==> config.mk <==
export PLATFORM = sky130hd
export DESIGN_NAME = cfg_buffer
export DESIGN_NICKNAME = d
export VERILOG_FILES = /design/src/common/nn_ctrl_pkg.sv /design/src/cfg/cfg_buffer.sv
export SDC_FILE = /design/constraint.sdc
export NUM_CORES = 2
export LEC_CHECK = 0
export BUFFER_PORTS_ARGS = -buffer_cell sky130_fd_sc_hd__buf_4
export CORE_ASPECT_RATIO = 1.25
export CORE_UTILIZATION = 55
export DETAILED_ROUTE_END_ITERATION = 6
export PLACE_DENSITY_LB_ADDON = 0.05
export SETUP_SLACK_MARGIN = 0.15
export SLEW_MARGIN = 15
export SYNTH_ARGS = -nofsm -noshare
export SYNTH_HDL_FRONTEND = slang
export SYNTH_SLANG_ARGS = --single-unit
==> constraint.sdc <==
create_clock -name I_sys_clk -period 13.8 [get_ports I_sys_clk]
set_input_delay 1.38 -clock I_sys_clk [delete_from_list [all_inputs] [get_ports I_sys_clk]]
set_output_delay 1.38 -clock I_sys_clk [all_outputs]
set_load 0.01 [all_outputs]
==> src/common/nn_ctrl_pkg.sv <==
`default_nettype none

package nn_ctrl_pkg;

	// word and buffer geometry
	localparam int CFG_WORD_W      = 128;
	localparam int LAYER_CFG_W     = 512;
	localparam int WORDS_PER_LAYER = 4;
	localparam int MAX_LAYERS      = 8;
	localparam int CFG_WORDS       = WORDS_PER_LAYER * MAX_LAYERS;
	localparam int BUF_ADDR_W      = 5;

	// fields of a layer configuration
	localparam int ALGO_SEL_LSB    = 1;
	localparam int ALGO_SEL_W      = 3;
	localparam int LAST_LAYER_BIT  = 9;
	localparam int RES_ADDR_LSB    = 64;  // 32-bit result address
	localparam int RES_LEN_LSB     = 96;  // 32-bit result length

	// DDR read request, {length, address}
	localparam int RD_DDR_CFG_W    = 64;

	localparam logic [ALGO_SEL_W-1:0] ALGO_CNN  = 3'd1;
	localparam logic [ALGO_SEL_W-1:0] ALGO_FC   = 3'd2;
	localparam logic [ALGO_SEL_W-1:0] ALGO_LSTM = 3'd3;

	// task sequencer states
	localparam logic [2:0] ST_IDLE        = 3'd0;
	localparam logic [2:0] ST_CONFIG      = 3'd1;
	localparam logic [2:0] ST_DATA_PREP   = 3'd2;
	localparam logic [2:0] ST_CAL         = 3'd3;
	localparam logic [2:0] ST_RESULT_READ = 3'd4;
	localparam logic [2:0] ST_LAYER_CFG   = 3'd5;

endpackage

`default_nettype wire

==> src/cfg/cfg_buffer.sv <==
`timescale 1ns/1ps
`default_nettype none

module cfg_buffer (
	input  wire                                 I_sys_clk,
	input  wire                                 wr_en,
	input  wire  [nn_ctrl_pkg::BUF_ADDR_W-1:0]  wr_addr,
	input  wire  [nn_ctrl_pkg::CFG_WORD_W-1:0]  wr_data,
	input  wire  [nn_ctrl_pkg::BUF_ADDR_W-1:0]  rd_addr,
	output logic [nn_ctrl_pkg::CFG_WORD_W-1:0]  rd_data
);

	// one full transfer, layer n at addresses 4n..4n+3
	logic [nn_ctrl_pkg::CFG_WORD_W-1:0] mem [nn_ctrl_pkg::CFG_WORDS];

	always_ff @(posedge I_sys_clk) begin
		if (wr_en) begin
			mem[wr_addr] <= wr_data;
		end
	end

	// registered read, data one cycle after the address
	always_ff @(posedge I_sys_clk) begin
		rd_data <= mem[rd_addr];
	end

endmodule

`default_nettype wire

== Word-level counts from Yosys, hierarchy flattened ==
Memories as Yosys holds them, arrays and structs flattened. A register that Yosys moved wholly into a read port is not among the register bits.
Cells that the tools add are included.

* Output and inout bits: 128
* Flip-flop bits (word level): 0
* Memories: 1
* RAM bits: 4,096

{| class="wikitable"
|+ Memories
! name !! words !! bits a word !! rd ports !! clocked after Yosys merged registers in !! write ports !! RTL line !! text
|-
| mem || 32 || 128 || 1 || 1 || 1 || cfg_buffer.sv:14 || <nowiki>logic [nn_ctrl_pkg::CFG_WORD_W-1:0] mem [nn_ctrl_pkg::CFG_WORDS];</nowiki>
|}

* Mux-type cells: 2

{| class="wikitable"
|+ Operators by type and width
! kind !! count
|-
| $mux 1 || 2
|}

== Depth between registers and ports, before layout ==
* Depth in word-level cells: 2
* Gate-level depth with buffers: 9
* Gate-level depth less buffers: 4

== Least setup slack after synthesis ==
OpenSTA, ideal clock, no wires.

* Path type: in2reg
* Start: in wr_addr[1] in the netlist's numbering
* End: mem mem[12][0] in the netlist's numbering, enable pin
* Data required time: 13.183 ns
* Path buffers: 1
* Stages: 3
* Arrival time: 7.361 ns
* Slack: 5.822 ns
* Setup time: 0.617 ns
* Path through: or3b_2 clkbuf_1 nor2_1

{| class="wikitable"
|+ RTL lines
! item !! RTL line !! text
|-
| start, declared || cfg_buffer.sv:7 || <nowiki>input wire [nn_ctrl_pkg::BUF_ADDR_W-1:0] wr_addr,</nowiki>
|-
| end, declared || cfg_buffer.sv:14 ||
|}

No word-level cell before the write port.

==> flow_metrics.env <==
export IMPL_fin_nets=7062
export IMPL_cts_resized=0
export IMPL_htreeDepth=5
export IMPL_n_fill_cell=18920
export IMPL_first_pass_iters=5
export IMPL_powerDensity_mw_per_mm2=152.1
export IMPL_fin_area_mm2=0.1752
export IMPL_io_buffer_count=267
export IMPL_place_area_mm2=0.1619
export IMPL_ys_warn_count=0
export IMPL_min_delay_start="mem[30][72]"
export IMPL_setup_viol=0
export IMPL_maxSlewHeadroom_pct=18.71
export IMPL_seq_power_share_pct=53.8
export IMPL_die_area_mm2=0.2844
export IMPL_skew_ns=0.03558
export IMPL_synth_most_common_cell="edfxtp_1"
export IMPL_critPathMaxFanout=100
export IMPL_finalWirelength_um=404900
export IMPL_cts_sinks=4224
export IMPL_postSynthCellCount=6440
export IMPL_antenna_found_initial=37
export IMPL_root_buffer="clkbuf_16"
export IMPL_drv_slew=0
export IMPL_io_pins=268
export IMPL_place_congestion=0.7454
export IMPL_vias_per_cell=6.664
export IMPL_ff_latch_area_mm2=0.1256
export IMPL_synth_top_area_cell="edfxtp_1"
export IMPL_synth_flop_cell="edfxtp_1"
export IMPL_grt_pass1_wl_um=571000
export IMPL_critPathKind="in -> reg"
export IMPL_ant_nets=0
export IMPL_vias=73300
export IMPL_p_sw_share_pct=20.59
export IMPL_cp_end_kind="register"
export IMPL_worst_slew_pin_slew_ns=1.219
export IMPL_fmax_mhz=204.4
export IMPL_synthesis_nets=6580
export IMPL_start_util_pct=55.40
export IMPL_die_h_um=596.0
export IMPL_yosys_register_bits=4224
export IMPL_setup_tns_ns=0
export IMPL_ys_seq_area_share_pct=80.88
export IMPL_cts_hold_fix_buffers=0
export IMPL_arrival_ns=5.66
export IMPL_synth_common_cells="edfxtp_1 (4096), mux4_2 (956), o22ai_1 (444)"
export IMPL_power_uw=26660
export IMPL_first_global_vias=74430
export IMPL_synth_top_cell_area_share_pct=79.23
export IMPL_hold_class="reg -> reg"
export IMPL_start_kind="input port"
export IMPL_layout_drive_gt1_share_pct=28.33
export IMPL_core_area_mm2=0.2802
export IMPL_cts_tree="yes"
export IMPL_dp_cells=10240
export IMPL_cts_setup_buffers=0
export IMPL_clk_latency_ns=0.92
export IMPL_critPathRequiredTime_ns=14.57
export IMPL_cts_buffers=400
export IMPL_synth_cell_type_count=28
export IMPL_post_dp_hpwl_um=196700
export IMPL_cp_startpoint="rd_addr[0]"
export IMPL_post_drt_wl_per_cell_um=36.81
export IMPL_period_share_pct=35.45
export IMPL_area_delta_synth_final_pct=12.88
export IMPL_grt_max_degree=124
export IMPL_grtUsageTotal_pct=28.61
export IMPL_leakagePower_uw=0.05482
export IMPL_max_cap_violations=0
export IMPL_combPwrFrac_pct=4.4
export IMPL_rsz0062_at_grt="no"
export IMPL_vdd_drop_max_uv=126.3
export IMPL_finalCriticalPeriod_ns=4.892
export IMPL_ctsLongestPathBuffers=4
export IMPL_synthTopCellsByArea="edfxtp_1 (79%), mux4_2 (14%), o22ai_1 (1.8%)"
export IMPL_p_int_uw=21170
export IMPL_path_clk_slew_ns=0.06
export IMPL_stdcell_count=11000
export IMPL_status="completed"
export IMPL_drc_errors=0
export IMPL_synth_avg_cell_area_um2=24.11
export IMPL_ys_async_sr_fraction_pct=0
export IMPL_multi_input_area_mm2=0.02806
export IMPL_dieWidth_um=477.2
export IMPL_clock_power_share_pct=41.8
export IMPL_r2r_start="mem[25][67]"
export IMPL_synth_edff_count=4096
export IMPL_num_rows=217
export IMPL_final_hold_violation_count=0
export IMPL_drt_initial_drc_count=8636
export IMPL_p_sw_uw=5490
export IMPL_syn_cell_area_mm2=0.1552
export IMPL_grt_ovfl_total=0
worst max-delay path, stage by stage:
cell,delay [ns]
buf_16,0.51
buf_12,0.57
buf_4,0.90
buf_4,0.83
mux4_2,0.59
o22ai_1,0.23
nor4_1,0.10
power by group through the flow:
stage	clock [µW]	sequential [µW]	combinational [µW]
final	11100	14300	1180
after global routing	11800	14400	1250
after CTS	11300	14300	1190
after detailed placement	0	14600	1190
after global placement	0	14600	1180
after floorplan	0	14600	623
routing by layer:
metal / global-route usage (%) / share of wire, % / vias up
li1: - / - / 28990
met1: 39.77 / 39 / 40580
met5: 0 / 0.037 / -
met3: 4.007 / 7.0 / 562
met4: 6.801 / 2.2 / 20
met2: 48.49 / 52 / 3146
per-stage QoR:
step / hold WS [ns] / setup WS (ns) / util, %
floorplan: 0.6472 / 5.822 / -
global placement: 0.6814 / 7.828 / 57.77
detailed placement: 0.6831 / 7.879 / 57.77
CTS: 0.6931 / 8.860 / 62.52
global route: 0.7331 / 8.466 / 62.53
finish: 0.6919 / 8.908 / 62.54
cell type report:
type                    instances  area share (%)
flip-flops and latches       4224           71.65
multi-input cells            1864           16.02
clock buffers                 543           6.396
well taps                    3723           2.658
repair buffers                432           2.071
clock inverters               199           1.185
diodes                         14         0.01999
flip-flops by register name (all words and copies together) (netlist names):
register / flops
mem: 4096
rd_data: 128
cell families after synthesis:
group / Yosys count / synth area share [%]
buf+inv: 352 / 1.256
compound gates: 546 / 2.283
flops: 4224 / 80.88
simple gates: 226 / 0.8318
mux: 1092 / 14.75
path summary, 6_finish.rpt:
kind / endpoint / slack, ns / cells past startpoint
setup / recovery: rd_data[7] / 8.91 / 7
hold reg to reg: rd_data[72] / 0.69 / 3
hold / removal: rd_data[72] / 0.69 / 3
setup reg to reg: rd_data[67] / 12.05 / 3
cell usage in the layout, fill, tap and decap left out, types with 2 or more instances in the layout:
cell and n:
nand3b_1 6, nand4_1 17, o22ai_1 444, mux4_2 956
bufinv_16 40, clkbuf_16 409, dfxtp_1 128, clkinvlp_4 17
or3b_2 3, a22oi_1 102, buf_12 27, clkinv_8 4
buf_4 402, clkinv_4 2, nor4_2 3, buf_16 2
diode_2 14, inv_6 9, clkinv_2 88, clkbuf_8 47
nor2_4 33, nand3_1 36, clkbuf_1 87, mux2i_1 136
clkinv_1 39, nor4_1 108, nand2_1 2, nand2_4 2
edfxtp_1 4096, nor2b_4 2, nor2_2 2
Power figures use the tool's default switching activity.
