**config.mk**
```make
export PLATFORM = sky130hd
export DESIGN_NAME = cfg_intake
export DESIGN_NICKNAME = d
export VERILOG_FILES = /design/src/common/nn_ctrl_pkg.sv /design/src/cfg/cfg_intake.sv
export SDC_FILE = /design/constraint.sdc
export NUM_CORES = 1
export LEC_CHECK = 0
export BUFFER_PORTS_ARGS = -buffer_cell sky130_fd_sc_hd__buf_2
export CORE_MARGIN = 1.5
export CORE_UTILIZATION = 42
export DETAILED_ROUTE_END_ITERATION = 10
export GPL_TIMING_DRIVEN = 0
export PLACE_DENSITY = 0.75
export REMOVE_ABC_BUFFERS = 1
export SYNTH_ARGS = -nofsm -noshare
export SYNTH_HDL_FRONTEND = slang
export SYNTH_SLANG_ARGS = --single-unit
```
**constraint.sdc**
```tcl
create_clock -name I_sys_clk -period 3.1 [get_ports I_sys_clk]
set_input_delay 0.62 -clock I_sys_clk [delete_from_list [all_inputs] [get_ports I_sys_clk]]
set_output_delay 0.62 -clock I_sys_clk [all_outputs]
set_load 0.02 [all_outputs]
```
**src/common/nn_ctrl_pkg.sv**
```systemverilog
`default_nettype none

package nn_ctrl_pkg;

	// word and buffer geometry
	localparam int CFG_WORD_W      = 128;
	localparam int LAYER_CFG_W     = 512;
	localparam int WORDS_PER_LAYER = 4;
	localparam int MAX_LAYERS      = 8;
	localparam int CFG_WORDS       = WORDS_PER_LAYER * MAX_LAYERS;
	localparam int BUF_ADDR_W      = 5;

	// fields of a layer configuration
	localparam int ALGO_SEL_LSB    = 1;
	localparam int ALGO_SEL_W      = 3;
	localparam int LAST_LAYER_BIT  = 9;
	localparam int RES_ADDR_LSB    = 64;  // 32-bit result address
	localparam int RES_LEN_LSB     = 96;  // 32-bit result length

	// DDR read request, {length, address}
	localparam int RD_DDR_CFG_W    = 64;

	localparam logic [ALGO_SEL_W-1:0] ALGO_CNN  = 3'd1;
	localparam logic [ALGO_SEL_W-1:0] ALGO_FC   = 3'd2;
	localparam logic [ALGO_SEL_W-1:0] ALGO_LSTM = 3'd3;

	// task sequencer states
	localparam logic [2:0] ST_IDLE        = 3'd0;
	localparam logic [2:0] ST_CONFIG      = 3'd1;
	localparam logic [2:0] ST_DATA_PREP   = 3'd2;
	localparam logic [2:0] ST_CAL         = 3'd3;
	localparam logic [2:0] ST_RESULT_READ = 3'd4;
	localparam logic [2:0] ST_LAYER_CFG   = 3'd5;

endpackage

`default_nettype wire

```
**src/cfg/cfg_intake.sv**
```systemverilog
`timescale 1ns/1ps
`default_nettype none

module cfg_intake (
	input  wire                                 I_sys_clk,
	input  wire                                 I_sys_rst_n,
	input  wire  [nn_ctrl_pkg::CFG_WORD_W-1:0]  cfg_value,
	input  wire                                 cfg_valid,
	input  wire                                 rewind,
	output logic                                wr_en,
	output logic [nn_ctrl_pkg::BUF_ADDR_W-1:0]  wr_addr,
	output logic [nn_ctrl_pkg::CFG_WORD_W-1:0]  wr_data,
	output logic                                first_layer_ready
);

	// one extra bit so the count can sit at CFG_WORDS
	logic [nn_ctrl_pkg::BUF_ADDR_W:0] word_cnt;
	logic                             accept;

	assign accept = cfg_valid && (word_cnt < nn_ctrl_pkg::CFG_WORDS);

	always_ff @(posedge I_sys_clk) begin
		if (!I_sys_rst_n) begin
			word_cnt <= '0;
		end else if (rewind) begin
			word_cnt <= '0; // next task starts at address 0
		end else if (accept) begin
			word_cnt <= word_cnt + 1'b1;
		end
	end

	always_ff @(posedge I_sys_clk) begin
		if (!I_sys_rst_n) begin
			wr_en             <= 1'b0;
			first_layer_ready <= 1'b0;
		end else begin
			wr_en             <= accept;
			// fourth word landed, layer 0 complete in the buffer
			first_layer_ready <= wr_en && (wr_addr == nn_ctrl_pkg::WORDS_PER_LAYER - 1);
		end
	end

	// address and data for the buffer write
	always_ff @(posedge I_sys_clk) begin
		if (accept) begin
			wr_addr <= word_cnt[nn_ctrl_pkg::BUF_ADDR_W-1:0];
			wr_data <= cfg_value;
		end
	end

endmodule

`default_nettype wire

```
Yosys cells after proc, flatten, opt, wreduce, memory -nomap -nowiden
Cells that the tools add are included.
- add/sub/neg operators: 1
- equality and inequality tests: 1
- bitwise operators: 1
- magnitude comparators: 1
- reductions and logical operators: 3
- operators with widths (operator ; number):
    adder 6 x 1 -> 6 bit, second input constant ; 1
    less-than comparator 6 bit, second input constant ; 1
    equality test 5 x 2 -> 1 bit, second input constant ; 1
    logical AND 1 bit ; 2
    OR reduction 2 bit ; 1
    NOT 1 bit ; 1
- output and inout bits: 135
- register bits: 141
- logic and storage cells: 12
- input bits: 132

Depth between registers and ports, before layout
- depth after elaboration: 2
- mapped depth: 4

Worst setup path before layout
No wires, ideal clock.
- path kind: input -> register
- from: in cfg_valid
- to: reg wr_addr[0] (netlist name), enable pin
- buffers on the path: 0
- library setup time: 0.429 ns
- arrival time: 2.174 ns
- stages: 2
- setup slack: 0.497 ns
- cell sequence: nand2b_1 inv_2
- word-level cells in the longest chain between the ends: 1
- ends and longest elaborated chain (what ; line ; RTL):
    start: declaration ; cfg_intake.sv:8 ; input wire cfg_valid,
    logical AND 1 bit ; cfg_intake.sv:20 ; assign accept = cfg_valid && (word_cnt < nn_ctrl_pkg::CFG_WORDS);
    named net accept ; cfg_intake.sv:18 ; logic accept;
    end signal: assignment ; cfg_intake.sv:46 ; wr_addr <= word_cnt[nn_ctrl_pkg::BUF_ADDR_W-1:0];
    end: declaration ; cfg_intake.sv:11 ; output logic [nn_ctrl_pkg::BUF_ADDR_W-1:0] wr_addr,
The timed path passes the listed nets, and every way through them passes these cells.
A chain may end at the register's enable or synchronous reset.

Final worst setup path
- from: reg word_cnt[5] (netlist name)
- to: reg wr_data[26] (netlist name), enable pin
- word-level cells in the longest chain between the ends: 2
- ends and longest elaborated chain (what ; line ; RTL):
    start: declaration ; cfg_intake.sv:17 ; logic [nn_ctrl_pkg::BUF_ADDR_W:0] word_cnt;
    start signal: assignment ; cfg_intake.sv:28 ; word_cnt <= word_cnt + 1'b1;
    less-than comparator 6 bit ; cfg_intake.sv:20 ;
    logical AND 1 bit ; cfg_intake.sv:20 ;
    named net accept ; cfg_intake.sv:18 ;
    end signal: assignment ; cfg_intake.sv:47 ; wr_data <= cfg_value;
    end: declaration ; cfg_intake.sv:12 ; output logic [nn_ctrl_pkg::CFG_WORD_W-1:0] wr_data,
The timed path passes the listed nets, and every way through them passes these cells.

==> impl_summary.md <==
Clock network
CTS saw roughly 140 sinks. Hold repair after CTS inserted 0 buffers. The clock slew seen by the registers of the worst setup and hold paths is 0.06 ns.

At the later pin of the worst-skew pair, clock insertion delay measures about 0.50 ns. CTS built an H-tree with a depth of 4. The number of buffers on the longest clock path is 2. The TritonCTS buffer count is 17. The post-CTS resize count is 0. The tree is rooted in a clkbuf_8. TritonCTS built the clock tree. After clock tree synthesis, the setup repair step added 0 buffers.

Yosys
The distinct cell type count of the synthesized netlist is 19. The post-synthesis instance total is 170. The area share of the largest cell type after synthesis is 92.5%. The post-synthesis area per instance is approximately 25 µm². The total standard cell area after synthesis is roughly 0.0043 mm².

The count of synthesis-stage warnings from yosys is 0. By area the synthesized netlist is led by edfxtp_1, dfxtp_1, a21oi_1, nand2_1, nor2_1. The sequential cell area fraction in the yosys report is a little over nine tenths. The total of flip-flops plus latches after synthesis is 141. The synthesized design spends more area on one cell type than any other, namely edfxtp_1.

STA
The worst slew margin relative to its limit is 63.3%. The number of slew-limit violations in the final report came to 0. On the final layout, the worst clock skew is about 0.0080 ns. For the pin with the worst max-slew slack, the measured transition is around 0.55 ns.

The hold violation count in the final report is 0. The minimum clock period is between 1.5 and 2 ns. The achievable clock frequency is ~0.56 GHz. Setup violations remaining at the end of the flow were counted as 0. Setup repair after global routing left no endpoint under its margin.

The worst hold slack is roughly 0.29 ns. The final clock period utilization by the worst path is ~58%.

Critical path
The type of the worst setup path is flip-flop to flip-flop. The signal on the critical path passes through nand2b_1, inv_6, buf_16. The largest driver fanout on the critical path is between 70 and 80. The type of origin of the critical path is a flip-flop.

The data required time at the worst endpoint is around 3.3 ns. The cell family with the largest share of critical-path delay is buffers and inverters. The largest single stage delay on the critical path is between 0.4 and 0.5 ns. The critical-path cell with the highest stage delay is inv_6.

The critical path arrival is 1.95 ns. The worst setup path is captured at a flip-flop. The count of buffering cells on the critical path with inverters included is 2.

Final layout
The area growth from synthesis to layout is 49.7%. The post-route standard cell area excluding fillers is 0.00646 mm². The final layout contains 589 nets. The post-layout instance count excluding filler cells is between 600 and 700.

The post-route netlist has 63.5% of its cells at a drive strength greater than 1. The total inserted antenna cells is 0.

Run status
The run finished with clean final reports.

Die
The region available for standard cell placement spans 0.00986 mm². The number of ports placed on the die boundary is about 270. The die covers roughly 0.011 mm². In this run the vertical extent of the chip is approximately 100 µm. After floorplanning, the core was divided into 36 placement rows.

The initial cell density of the core is between 40% and 50%. The die boundary width is approximately 100 µm.

Global routing
In the global route stage, met2 resource usage came out at roughly a third. The via count of the first global-routing pass is roughly 2900. Entering global routing, the biggest net connects 77 pins. The met3 capacity usage during global routing is roughly 7.4%. The first global-routing pass estimated about 15 mm of wire. Global routing used between 10% and 20% of the available tracks. The initial antenna violation count is 0. The layer carrying the most global-route usage is met2. In the global route stage, met1 resource usage came out at between 10% and 20%. The total global routing overflow is 0.

Place
The final weighted congestion of routability-driven global placement is 0.770. The port buffer count is between 200 and 300. The area after detailed placement is between 0.005 and 0.006 mm².

In this run, placement finished with an instance count of 570. After legalization and detailed placement, the total HPWL measured 7.32 mm.

Routing
For this run, design rule violations remaining after detail routing come to 0. Before antenna repair, the detailed router went through 4 iterations. The final layout contains routed wiring with a total length of 9.92 mm. After detailed routing, the average wire length per cell comes to between 15 and 20 µm. The number of vias after detailed routing is 2738. Dividing the detail-routed via count by the number of cells gives about 4.5. The number of DRC markers in iteration 0 is 155. The count of nets left with antenna violations once routing finished came out at 0.

Worst hold path
The class of the worst hold path is primary input to flip-flop.

Power
For this design the ratio of total power to cell area is ~740 mW/mm². VDD sags by at most between 0.4 and 0.5 mV. The design draws around 4.8 mW.

The static leakage power is 2.78 nW.

Run
The max-cap check violation count is 0.
-- kinds of logic (layout without fill, tap and decap cells) --
kind of cell	Yosys count	in the layout	synth area share, %
simple gates	19	19	2.23
xor+xnor	2	2	0.406
buf+inv	1	300	0.0869
fa+ha+maj	1	1	0.290
compound gates	6	6	0.754
flops	141	141	96.2
-- per-layer routing --
| layer | vias up | wire (µm) |
|---|---|---|
| met5 | - | 0 |
| met4 | 0 | 214 |
| met3 | 23 | 861 |
| met2 | 151 | 5350 |
| met1 | 1320 | 3500 |
| li1 | 1244 | - |
-- sequential cells by signal, indices dropped and copies added, names as in the netlist --
register	flops
wr_data	128
word_cnt	6
wr_en	1
first_layer_ready	1
wr_addr	5
-- cell type report --
cell class / count / area [µm²]
timing repair buffer: 267 / 1360
clock inverter: 11 / 164
inverter: 1 / 8.76
multi-input combinational: 28 / 159
fill: 728 / 3400
clock buffer: 21 / 449
sequential: 141 / 4150
tap: 133 / 166
-- cell usage after synthesis --
cell,instances
and2_1,1
xor2_1,1
or3_1,2
dfxtp_1,8
a21oi_1,3
nor2b_1,1
nand3b_1,1
nor2_1,4
nand2b_1,2
xnor2_1,1
ha_1,1
o21ai_0,2
nand2_1,4
inv_2,1
edfxtp_1,133
nand3_1,2
o21a_1,1
nand4_1,1
nor3_1,1
-- final timing paths --
| kind | start | to | slack, ns | cells after the start |
|---|---|---|---|---|
| hold / removal | cfg_value[113] | wr_data[113]$_DFFE_PP_ | 0.29 | 1 |
| hold reg to reg | wr_addr[3]$_DFFE_PP_ | first_layer_ready$_SDFF_PN0_ | 0.44 | 1 |
| setup reg to reg | word_cnt[5]$_SDFFE_PP0P_ | wr_data[26]$_DFFE_PP_ | 1.31 | 3 |
| setup / recovery | word_cnt[5]$_SDFFE_PP0P_ | wr_data[26]$_DFFE_PP_ | 1.31 | 3 |
-- power by group --
part | switching [mW] | total, mW | leakage (nW) | internal (mW)
Sequential | 0.0347 | 2.27 | 1.37 | 2.24
Combinational | 0.293 | 0.445 | 1.11 | 0.152
Clock | 0.718 | 2.06 | 0.298 | 1.35
Total | 1.05 | 4.78 | 2.78 | 3.74
-- cell usage in the layout, fill, tap and decap left out --
cell type	n
buf_2	266
edfxtp_1	133
clkbuf_16	16
dfxtp_1	8
nand2_1	4
nor2_1	4
clkinv_2	4
bufinv_16	4
a21oi_1	3
clkbuf_8	3
nand2b_1	2
inv_6	2
o21ai_0	2
or3_1	2
nand3_1	2
clkinvlp_4	2
clkbuf_1	2
nand3b_1	1
xor2_1	1
xnor2_1	1
nand4_1	1
nor2b_1	1
o21a_1	1
and2_1	1
nor3_1	1
ha_1	1
buf_16	1
-- per-stage QoR --
step	setup TNS [ns]	setup slack [ns]	utilization (%)
final	0	1.31	65.5
after floorplan	0	0.497	-
after CTS	0	1.32	65.5
after detailed placement	0	0.984	59.3
after global routing	0	1.20	65.5
after global placement	-14.35	-0.112	58.9
(Power assumes the default switching activity.)
