### src/common/nn_ctrl_pkg.sv
`default_nettype none

package nn_ctrl_pkg;

	// word and buffer geometry
	localparam int CFG_WORD_W      = 128;
	localparam int LAYER_CFG_W     = 512;
	localparam int WORDS_PER_LAYER = 4;
	localparam int MAX_LAYERS      = 8;
	localparam int CFG_WORDS       = WORDS_PER_LAYER * MAX_LAYERS;
	localparam int BUF_ADDR_W      = 5;

	// fields of a layer configuration
	localparam int ALGO_SEL_LSB    = 1;
	localparam int ALGO_SEL_W      = 3;
	localparam int LAST_LAYER_BIT  = 9;
	localparam int RES_ADDR_LSB    = 64;  // 32-bit result address
	localparam int RES_LEN_LSB     = 96;  // 32-bit result length

	// DDR read request, {length, address}
	localparam int RD_DDR_CFG_W    = 64;

	localparam logic [ALGO_SEL_W-1:0] ALGO_CNN  = 3'd1;
	localparam logic [ALGO_SEL_W-1:0] ALGO_FC   = 3'd2;
	localparam logic [ALGO_SEL_W-1:0] ALGO_LSTM = 3'd3;

	// task sequencer states
	localparam logic [2:0] ST_IDLE        = 3'd0;
	localparam logic [2:0] ST_CONFIG      = 3'd1;
	localparam logic [2:0] ST_DATA_PREP   = 3'd2;
	localparam logic [2:0] ST_CAL         = 3'd3;
	localparam logic [2:0] ST_RESULT_READ = 3'd4;
	localparam logic [2:0] ST_LAYER_CFG   = 3'd5;

endpackage

`default_nettype wire

### src/common/layer_cfg_if.sv
`timescale 1ns/1ps
`default_nettype none

interface layer_cfg_if;

	logic [nn_ctrl_pkg::LAYER_CFG_W-1:0] cfg;     // current layer
	logic                                loaded;  // cfg just refreshed
	logic                                fetch;   // request for the next layer
	logic                                rewind;  // back to layer 0

	modport loader (
		output cfg,
		output loaded,
		input  fetch,
		input  rewind
	);

	modport sequencer (
		input  cfg,
		input  loaded,
		output fetch,
		output rewind
	);

	modport dispatch (
		input  cfg
	);

endinterface

`default_nettype wire

### src/cfg/layer_loader.sv
`timescale 1ns/1ps
`default_nettype none

module layer_loader (
	input  wire                                 I_sys_clk,
	input  wire                                 I_sys_rst_n,
	output logic [nn_ctrl_pkg::BUF_ADDR_W-1:0]  rd_addr,
	input  wire  [nn_ctrl_pkg::CFG_WORD_W-1:0]  rd_data,
	layer_cfg_if.loader                         link
);

	logic [nn_ctrl_pkg::BUF_ADDR_W-1:0]                base_addr; // first word of next layer
	logic [$clog2(nn_ctrl_pkg::WORDS_PER_LAYER):0]     step;
	logic                                              active;

	always_ff @(posedge I_sys_clk) begin
		if (!I_sys_rst_n) begin
			base_addr   <= '0;
		end else if (link.rewind) begin
			base_addr   <= '0;
		end else if (link.fetch) begin
			base_addr   <= base_addr +
				nn_ctrl_pkg::BUF_ADDR_W'(nn_ctrl_pkg::WORDS_PER_LAYER);
		end
	end

	// read sequencer
	// step 0 issues the first address, steps 1..4 see returned words
	always_ff @(posedge I_sys_clk) begin
		if (!I_sys_rst_n) begin
			active      <= 1'b0;
			step        <= '0;
			link.loaded <= 1'b0;
		end else begin
			link.loaded <= 1'b0;
			if (link.fetch) begin
				active <= 1'b1;
				step   <= '0;
			end else if (active) begin
				step <= step + 1'b1;
				if (step == nn_ctrl_pkg::WORDS_PER_LAYER) begin
					active      <= 1'b0;
					step        <= '0;
					link.loaded <= 1'b1; // last word captured this edge
				end
			end
		end
	end

	always_ff @(posedge I_sys_clk) begin
		if (link.fetch) begin
			rd_addr <= base_addr;
		end else if (active && (step < nn_ctrl_pkg::WORDS_PER_LAYER - 1)) begin
			rd_addr <= rd_addr + 1'b1;
		end
	end

	// first word read is the most significant
	always_ff @(posedge I_sys_clk) begin
		if (active && (step != 0)) begin
			link.cfg[nn_ctrl_pkg::LAYER_CFG_W - nn_ctrl_pkg::CFG_WORD_W * step
				+: nn_ctrl_pkg::CFG_WORD_W] <= rd_data;
		end
	end

endmodule

`default_nettype wire

### src/flat_wrapper.sv
// flat-port wrapper written by rule: the top's interface ports become plain ports
module layer_loader_flat 
  (I_sys_clk, I_sys_rst_n, rd_addr, rd_data, link_cfg, link_loaded, link_fetch, link_rewind);
  layer_cfg_if link_i ();
  input  wire I_sys_clk;
  input  wire I_sys_rst_n;
  output logic [nn_ctrl_pkg::BUF_ADDR_W-1:0] rd_addr;
  input  wire  [nn_ctrl_pkg::CFG_WORD_W-1:0] rd_data;
  output wire logic [$bits(link_i.cfg)-1:0] link_cfg;
  output wire logic [$bits(link_i.loaded)-1:0] link_loaded;
  input wire logic [$bits(link_i.fetch)-1:0] link_fetch;
  input wire logic [$bits(link_i.rewind)-1:0] link_rewind;
  assign link_cfg = link_i.cfg;
  assign link_loaded = link_i.loaded;
  assign link_i.fetch = link_fetch;
  assign link_i.rewind = link_rewind;
  layer_loader u_core (.I_sys_clk(I_sys_clk), .I_sys_rst_n(I_sys_rst_n), .rd_addr(rd_addr), .rd_data(rd_data), .link(link_i));
endmodule
### config.mk
export PLATFORM = sky130hd
export DESIGN_NAME = layer_loader_flat
export DESIGN_NICKNAME = d
export VERILOG_FILES = /design/src/common/nn_ctrl_pkg.sv /design/src/common/layer_cfg_if.sv /design/src/cfg/layer_loader.sv /design/src/flat_wrapper.sv
export SDC_FILE = /design/constraint.sdc
export NUM_CORES = 1
export LEC_CHECK = 0
export BUFFER_PORTS_ARGS = -buffer_cell sky130_fd_sc_hd__buf_4
export CAP_MARGIN = 20
export CORE_MARGIN = 5
export CORE_UTILIZATION = 31
export CTS_CLUSTER_DIAMETER = 60
export CTS_CLUSTER_SIZE = 40
export DETAILED_ROUTE_END_ITERATION = 7
export GPL_TIMING_DRIVEN = 0
export PLACE_DENSITY = 0.53
export SLEW_MARGIN = 20
export SYNTH_ARGS = -nofsm -noshare
export SYNTH_HDL_FRONTEND = slang
export SYNTH_SLANG_ARGS = --single-unit
### constraint.sdc
create_clock -name I_sys_clk -period 24.8 [get_ports I_sys_clk]
set_input_delay 3.72 -clock I_sys_clk [delete_from_list [all_inputs] [get_ports I_sys_clk]]
set_output_delay 3.72 -clock I_sys_clk [all_outputs]
set_load 0.1 [all_outputs]
Word level (Yosys, flattened, before mapping)
Index checks and enable logic that the tools add are counted.
{ "word_totals": {"wordCells": 32, "inputBits": 132, "reg_bits": 527, "out_inout_bits": 518} }
{ "op_classes": {"bitwise": 2, "n_lt_le_gt_ge": 1, "n_shift": 2, "add_sub_neg": 5, "n_mux": 8, "n_reduce_logical": 7, "n_eq_ne": 1} }
{ "op_table": {"columns": ["op", "count"], "rows": [
  ["$bwmux W512", 1],
  ["$shift A128 B34 Y512 const A", 1],
  ["$shiftx A128 B34 Y512", 1],
  ["$neg A32 Y34", 1],
  ["$sub A10 B10 Y11 const A", 1],
  ["$mux W5", 2],
  ["$add A5 B1 Y5 const B", 1],
  ["$add A5 B3 Y5 const B", 1],
  ["$mux W1", 4],
  ["$reduce_or A2 Y1", 2],
  ["$add A3 B1 Y3 const B", 1],
  ["$eq A3 B3 Y1 const B", 1],
  ["$lt A3 B2 Y1 const B", 1],
  ["$mux W3", 1],
  ["$reduce_bool A3 Y1", 1],
  ["$reduce_or A3 Y1", 1],
  ["$logic_and A1 B1 Y1", 2],
  ["$not A1 Y1", 2],
  ["$reduce_bool A2 Y1", 1]
]} }

Depth between registers and ports, before layout
Gate-level depths: netlist of the first run.
{ "logic_depth": {"ltp_word": 4, "ltp_mapped": 12, "depth_no_buf": 11} }

Worst setup path after synthesis of the first run
OpenSTA, ideal clock, no wires.
{ "synth_timing": {"kind": "reg2reg", "start": "register u_core.step[0] in the netlist's numbering", "end": "register u_core.link.cfg[384], enable pin", "setup_slack_ps": 9593, "path_stages_with_launch": 10, "setup_ps": 932, "path_buffers": 0, "t_required_ps": 23868, "arrival_time_ps": 14276, "cell_sequence": "dfxtp_1 > inv_2 > ha_1 > ha_1 > and2_1 > nand2_1 > ha_1 > nor4b_1 > a31oi_1 > nor4bb_1"} }
{ "synth_between": {"elab_chain_len": 2} }
{ "synth_rtl": {"columns": ["element", "line_no", "text"], "rows": [
  ["start, declared", "layer_loader.sv:13", "logic [$clog2(nn_ctrl_pkg::WORDS_PER_LAYER):0] step;"],
  ["start signal, assigned", "layer_loader.sv:40", "step <= step + 1'b1;"],
  ["$reduce_bool A3 Y1", "layer_loader.sv:60", "if (active && (step != 0)) begin"],
  ["$logic_and A1 B1 Y1", "layer_loader.sv:60", null],
  ["end, declared", "layer_cfg_if.sv:12", "output cfg,"]
]} }
No other way between the ends.
A chain may end at the register's enable or synchronous reset.

Worst setup path after layout of the first run
{ "layout_timing": {"start": "register u_core.step[0] in the netlist's numbering", "end": "register u_core.link.cfg[112], enable pin"} }
Same word-level chain as after synthesis.

==> impl_metrics.csv, run 1 <==
group,metric,value,unit
clock_tree,cts_inserted_buffers,44,
clock_tree,post_cts_setup_repair_bufs,0,
worst_setup_path,crit_path_max_incr_delay,600,ps
logic_synthesis,synth.cell_area,19800,µm²
clock_tree,clock_sinks,525,
grt,grt_use_met1,0.272,
placed_design,dpl_cell_area,26300,µm²
logic_synthesis,synth_top_cell_by_area,"edfxtp_1",
sta,ratio_of_final_minimum_period_to_clock_period,0.207,
worst_hold_path,min-delay-path-class,"reg2reg",
logic_synthesis,synth_nets,1331,
floorplanning,die_height,263,µm
worst_setup_path,crit_path_max_fanout,10,
sta,timing.max_slew.rel_slack,0.343,
logic_synthesis,avgSynthCellArea,16.6,µm²
power_and_ir_drop,power-per-cell-area,64.5,nW/µm²
worst_setup_path,critical_path.cell_chain,"inv_2 -> ha_1 -> clkbuf_1 -> nor2_1 -> and2_1 -> ha_1 -> and3_1 -> buf_2 -> nor3b_2 -> buf_6 -> buf_6 -> buf_6 -> buf_6 -> buf_4 -> buf_4 -> buf_4 -> buf_6",
sta,final-hold-violation-count,0,
logic_synthesis,post_synth_main_area_contributors,"edfxtp_1 (79%), and2_1 (12%), and3_1 (4.1%)",
finish,layout.cell_area.non_filler,27900,µm²
clock_tree,cts_hold_buffers,0,
logic_synthesis,synth_top_cell_area_share,0.785,
grt,gr-usage-met2,0.390,
placed_design,port-buffer-count,649,
floorplanning,chipWidth,263,µm
logic_synthesis,synth_edf_count,517,
grt,grt_max_degree,24,
logic_synthesis,synthFlopType,"edfxtp_1",
grt,grt_pass1_vias,13405,
grt,global_route_wire_length_before_repair,109000,µm
logic_synthesis,async_flop_share,0,
routing,drtAntennaViolNets,0,
worst_setup_path,cp.required,25090,ps
routing,via_cell_ratio,4.62,
floorplanning,initial_core_util,0.313,
clock_tree,clock_path_buffers,3,
logic_synthesis,synth-warning-count,0,
worst_setup_path,cp_top_family,"buffers and inverters",
routing,wl_per_cell,27.9,µm
clock_tree,worstSkewPairLatency,590,ps
sta,final_setup_slack_of_the_worst_path,19670,ps
power_and_ir_drop,ir_drop,50.9,µV
grt,grt_util_all_layers,0.219,
clock_tree,cts-resized-gates,0,
sta,slew_violations,0,
clock_tree,clockRootBuffer,"clkbuf_16",
sta,timing.final.crit_period,5130,ps
placed_design,routability_cong,0.811,
worst_setup_path,worst-path-buf-inv,11,
worst_setup_path,slowest_stage_cell_on_the_critical_path,"nor3b_2",
finish,fin_util,0.442,
floorplanning,number_of_ports_placed_on_the_die_boundary,650,
routing,dr.first_iter.drc_count,1141,
worst_setup_path,cp-end-kind,"register",
outcome,result_of_the_run,"completed",
finish,fraction_of_final_layout_cells_sized_beyond_drive_strength_1,0.431,
logic_synthesis,ys_types,33,
logic_synthesis,synthesis.instances,1188,
floorplanning,floorplan.die_area,68900,µm²
routing,route.vias.total,13110,
clock_tree,cts_tree,"yes",
grt,globalRouteMet3Util,0.0559,
grt,antenna_found_initial,18,
sta,rsz0062_at_grt,"no",
worst_setup_path,path_common_cell,"buf_6",
worst_setup_path,arrival,5420,ps
routing,drtPass1Iterations,5,
sta,fmaxAchievable,195,MHz
worst_setup_path,path_class,"reg2reg",
run,max_cap_violations,0,
logic_synthesis,synth.yosys.seq_area_share,0.793,
sta,setup_viol_count_final,0,
worst_setup_path,crit_path_start_kind,"register",
routing,drt_wl_total,79300,µm
clock_tree,clk_transition_reported_paths,80,ps
grt,globalRouteOverflowTotal,0,
routing,drc,0,
grt,grt_most_used_layer,"met2",
power_and_ir_drop,power.leakage,12.1,nW
finish,layout-area-overhead-vs-synth,41.1,%
placed_design,pre_cts_ws,19690,ps
clock_tree,cts_htree_levels,2,
logic_synthesis,postSynthRegisterBits,525,
placed_design,dp_hpwl,60100,µm
sta,worstMarginPinSlew,986,ps
sta,timing.setup.tns,0,ps
floorplanning,placement_rows,92,
sta,worst_clock_skew,37.1,ps
finish,nets_final,2097,
floorplanning,floorplan.core_area,63100,µm²
## final cells by class
type / instances / area, µm²
Clock buffer: 50 / 1140
Sequential cell: 525 / 15700
Timing Repair Buffer: 720 / 5480
Antenna cell: 5 / 12.5
Clock inverter: 31 / 395
Inverter: 6 / 22.5
Fill cell: 5807 / 35200
Multi-Input combinational cell: 584 / 3750
Buffer: 73 / 339
Tap cell: 846 / 1060
## synthesized netlist by cell type (2+ instances only)
master    instances
a31oi_1           2
nand2b_1          2
clkbuf_2         34
clkbuf_1         22
nor2b_1           3
dfxtp_1           8
nor3b_1           3
xnor2_1           2
nand3_1           3
o21ai_0           4
nand2_1          11
buf_2            17
edfxtp_1        517
nor2_1           13
and2_1          384
xor2_1            3
inv_1             5
ha_1             11
o21a_1            2
and3_1          129
## per-stage QoR
step                power, mW  instances  hold WS, ps
floorplan                1.02       1188          479
global placement         1.07       2683          496
detailed placement       1.07       2754          527
CTS                      1.82       2835          544
global route             1.85       2836          568
finish                   1.80       2840          547
## metal layers
metal / vias to the layer above / routed length, µm
met3: 90 / 5970
met1: 6658 / 31200
met4: 0 / 1600
li1: 5798 / -
met5: - / 0
met2: 564 / 40600
## path summary, 6_finish.rpt
check	startpoint	end	slack, ps	cells past startpoint
worst max-delay path	u_core.step[0]	u_core.link.cfg[112]	19670	17
worst min-delay path	u_core.base_addr[2]	u_core.base_addr[2]	550	2
worst max register to register	u_core.step[0]	u_core.link.cfg[112]	19670	17
worst min register to register	u_core.base_addr[2]	u_core.base_addr[2]	550	2
## kinds of logic after synthesis
| family | Yosys count | share of synthesized area |
|---|---|---|
| compound gates | 11 | 0.00342 |
| xor+xnor | 6 | 0.00304 |
| fa+ha+maj | 11 | 0.00696 |
| buf+inv | 79 | 0.0182 |
| flops | 525 | 0.793 |
| mux | 1 | 0.000506 |
| simple gates | 555 | 0.174 |
## sequential cells by signal (all words and copies together), names as in the netlist
signal / flops
u_core.base_addr: 3
u_core.link.loaded: 1
u_core.rd_addr: 5
u_core.step: 3
u_core.link.cfg: 512
u_core.active: 1
## report_power, final
part           switching [mW]  internal, mW
Sequential            0.00156         0.964
Clock                   0.366         0.385
Combinational          0.0547        0.0279
## worst register-to-register path: cells and delay by family, from the launching register on
| kind | cells | cell delay [ps] |
|---|---|---|
| DFF | 1 | 480 |
| and+or+nand+nor | 4 | 1170 |
| buffers and inverters | 11 | 2450 |
| adders and majority gates | 2 | 750 |
## cells in the final DEF, fill, tap and decap left out, types with 9 or more instances in the layout
cell type,netlist,routed
buf_4,0,700
edfxtp_1,517,517
and2_1,384,384
and3_1,129,129
clkbuf_16,0,45
clkbuf_2,34,35
clkbuf_1,22,26
buf_6,0,20
buf_2,17,17
nor2_1,13,13
nand2_1,11,11
ha_1,11,11
inv_6,0,9
No activity file was read; power rests on OpenSTA's default activity.
==> inputs of run 2 (changes only) <==
Settings changed: ABC_AREA set to 1.
Clock period 24.8 ns to 4.8 ns, I/O delays scaled along.
==> run 2 against run 1 <==
Sequential power rose to 5.2 times the previous value; area after synthesis up 4.3%; clock skew is 17 ps lower; hold slack worse by 160 ps; sequential cell count unchanged; critical path type unchanged; global-route usage increased by 2.8 points; design area up 3.2%; via count up 17%; largest cell class unchanged; cell count rose by 9.9%.
==> impl_metrics.csv, run 2 <==
group,metric,value,unit
power_and_ir_drop,p_clk_frac,0.400,
worst_setup_path,arrival,4980,ps
clock_tree,post_cts_setup_repair_bufs,0,
run,max_cap_violations,0,
worst_setup_path,crit_path_max_fanout,19,
clock_tree,worstSkewPairLatency,590,ps
finish,layout.area.seq,15700,µm²
logic_synthesis,synth_edf_count,517,
logic_synthesis,count_leader_synth,"edfxtp_1",
grt,grt_pass1_vias,15242,
clock_tree,clk_transition_reported_paths,80,ps
sta,rsz0062_at_grt,"no",
clock_tree,cts_htree_levels,2,
power_and_ir_drop,internal_power,7.19,mW
sta,timing.final.crit_period,4680,ps
worst_setup_path,cp.required,5100,ps
sta,timing.setup.tns,0,ps
routing,drtAntennaViolNets,0,
logic_synthesis,avgSynthCellArea,13.8,µm²
logic_synthesis,post_synth_main_area_contributors,"edfxtp_1 (75%), nor2_1 (7.2%), nor3_2 (5.8%)",
clock_tree,cts_tree,"yes",
finish,most_common_cell_after_layout_fill_and_taps_aside,"buf_4",
worst_setup_path,worstSetupStartpoint,"u_core.step[0]",
power_and_ir_drop,power.leakage,12.0,nW
placed_design,routability_cong,0.846,
outcome,result_of_the_run,"completed",
finish,fillCellCount,6144,
floorplanning,chipWidth,268,µm
logic_synthesis,synthesis.instances,1498,
floorplanning,floorplan.die_area,71700,µm²
logic_synthesis,synth.yosys.seq_area_share,0.761,
grt,globalRouteOverflowTotal,0,
worst_setup_path,worst_r2r_path_depth,11,
placed_design,port-buffer-count,648,
worst_hold_path,min-delay-path-class,"in2reg",
clock_tree,clockRootBuffer,"clkbuf_16",
routing,drtPass1Iterations,7,
routing,route.vias.total,15327,
sta,ratio_of_final_minimum_period_to_clock_period,0.976,
finish,finish.cell_count_without_fillers,3120,
power_and_ir_drop,p_sw,2.58,mW
power_and_ir_drop,switching_share,0.264,
logic_synthesis,postSynthRegisterBits,525,
worst_hold_path,hold_start,"I_sys_rst_n",
clock_tree,cts_inserted_buffers,44,
logic_synthesis,async_flop_share,0,
clock_tree,clock_sinks,525,
floorplanning,floorplan.core_area,65900,µm²
routing,wl_per_cell,29.9,µm
sta,final-hold-violation-count,0,
floorplanning,number_of_ports_placed_on_the_die_boundary,650,
placed_design,place_inst,3039,
clock_tree,clock_path_buffers,3,
logic_synthesis,ys_types,26,
logic_synthesis,synth.cell_area,20600,µm²
worst_setup_path,cp-end-kind,"register",
sta,worstMarginPinSlew,1240,ps
routing,drc,0,
worst_hold_path,number_of_stages_on_the_worst_hold_path,3,
logic_synthesis,synth_top_cell_area_share,0.753,
clock_tree,cts_hold_buffers,0,
finish,layout-area-overhead-vs-synth,39.6,%
logic_synthesis,synthFlopType,"edfxtp_1",
worst_setup_path,path_class,"reg2reg",
routing,drt_wl_total,93400,µm
power_and_ir_drop,power-per-cell-area,339,nW/µm²
clock_tree,cts-resized-gates,0,
floorplanning,die_height,268,µm
sta,timing.max_slew.rel_slack,0.171,
worst_setup_path,crit_path_start_kind,"register",
routing,via_cell_ratio,4.91,
finish,fraction_of_final_layout_cells_sized_beyond_drive_strength_1,0.420,
logic_synthesis,synth_nets,1641,
grt,grt_max_degree,24,
logic_synthesis,synth_top_cell_by_area,"edfxtp_1",
finish,largest_reg_flops,512,
finish,layout_common_cells,"buf_4 (650), edfxtp_1 (517), nor2_1 (391)",
grt,grt_util_all_layers,0.248,
sta,worst_clock_skew,20.5,ps
floorplanning,initial_core_util,0.313,
floorplanning,placement_rows,94,
sta,holdWs,384,ps
power_and_ir_drop,ir_drop,257,µV
worst_setup_path,worst_r2r_startpoint,"u_core.step[0]",
grt,global_route_wire_length_before_repair,123000,µm
power_and_ir_drop,pwr-share-comb,0.087,
sta,slew_violations,0,
finish,fin_util,0.437,
sta,fmaxAchievable,213,MHz
routing,dr.first_iter.drc_count,1408,
logic_synthesis,post_synth_most_frequent_cells,"edfxtp_1 (517), nor2_1 (394), inv_1 (149)",
finish,multi_input_area,3880,µm²
grt,antenna_found_initial,4,
power_and_ir_drop,power_frac_seq,0.512,
sta,setup_viol_count_final,0,
logic_synthesis,synth-warning-count,0,
finish,nets_final,2364,
placed_design,dp_hpwl,69300,µm
-- run 2: per-layer routing --
metal	up-vias	track usage	wire length (µm)
met2	782	0.432	46700
li1	6599	-	-
met4	6	0.0543	2160
met3	114	0.0646	8450
met5	-	0	40
met1	7826	0.313	36100
-- run 2: area by class of cell --
class                      count  share of cell area
inverter                     152              0.0200
clock inverter                33              0.0140
antenna                        1           0.0000870
tap                          864              0.0376
buffer                        98              0.0193
sequential                   525               0.545
clock buffer                  47              0.0394
multi-input combinational    723               0.135
timing repair buffer         677               0.190
-- run 2: logic make-up after synthesis --
| kind of cell | count (synthesis) | synth area share |
|---|---|---|
| AO/OA/AOI/OAI | 14 | 0.00364 |
| adder cells (fa/ha/maj) | 11 | 0.00668 |
| AND/OR/NAND/NOR | 693 | 0.172 |
| flip-flops | 525 | 0.761 |
| XOR/XNOR | 5 | 0.00249 |
| buffers and inverters | 250 | 0.0538 |
-- run 2: power groups by stage --
stage / clock, mW / combinational, mW / sequential, mW
after global placement: 0 / 0.853 / 5.11
after CTS: 3.98 / 0.866 / 5.00
after floorplan: 0 / 0.356 / 5.17
after global routing: 4.15 / 0.898 / 5.00
after detailed placement: 0 / 0.863 / 5.11
final: 3.91 / 0.854 / 5.00
-- run 2: worst paths after layout --
kind	to	slack, ps
hold / removal	u_core.active	380
setup reg to reg	u_core.link.cfg[237]	120
hold reg to reg	u_core.base_addr[3]	490
setup / recovery	u_core.link.cfg[237]	120
-- run 2: critical path, stage by stage (launching register included) --
cell             delay (ps)
dfxtp_2                 340
buf_6                   140
clkbuf_1                780
nor2_1                  150
ha_1                    420
inv_2                   110
clkdlybuf4s15_1         740
nand4_1                 390
nor2_4                  650
buf_12                  270
buf_16                  190
buf_16                  180
-- run 2: metrics by stage --
step | area (µm²) | total power [mW] | setup slack (ps)
after floorplan | 20700 | 5.52 | -921
final | 28800 | 9.77 | 116
after global routing | 28800 | 10.1 | 13.3
after global placement | 26600 | 5.96 | -4810
after detailed placement | 27200 | 5.97 | 54.2
after CTS | 28800 | 9.84 | 47.2
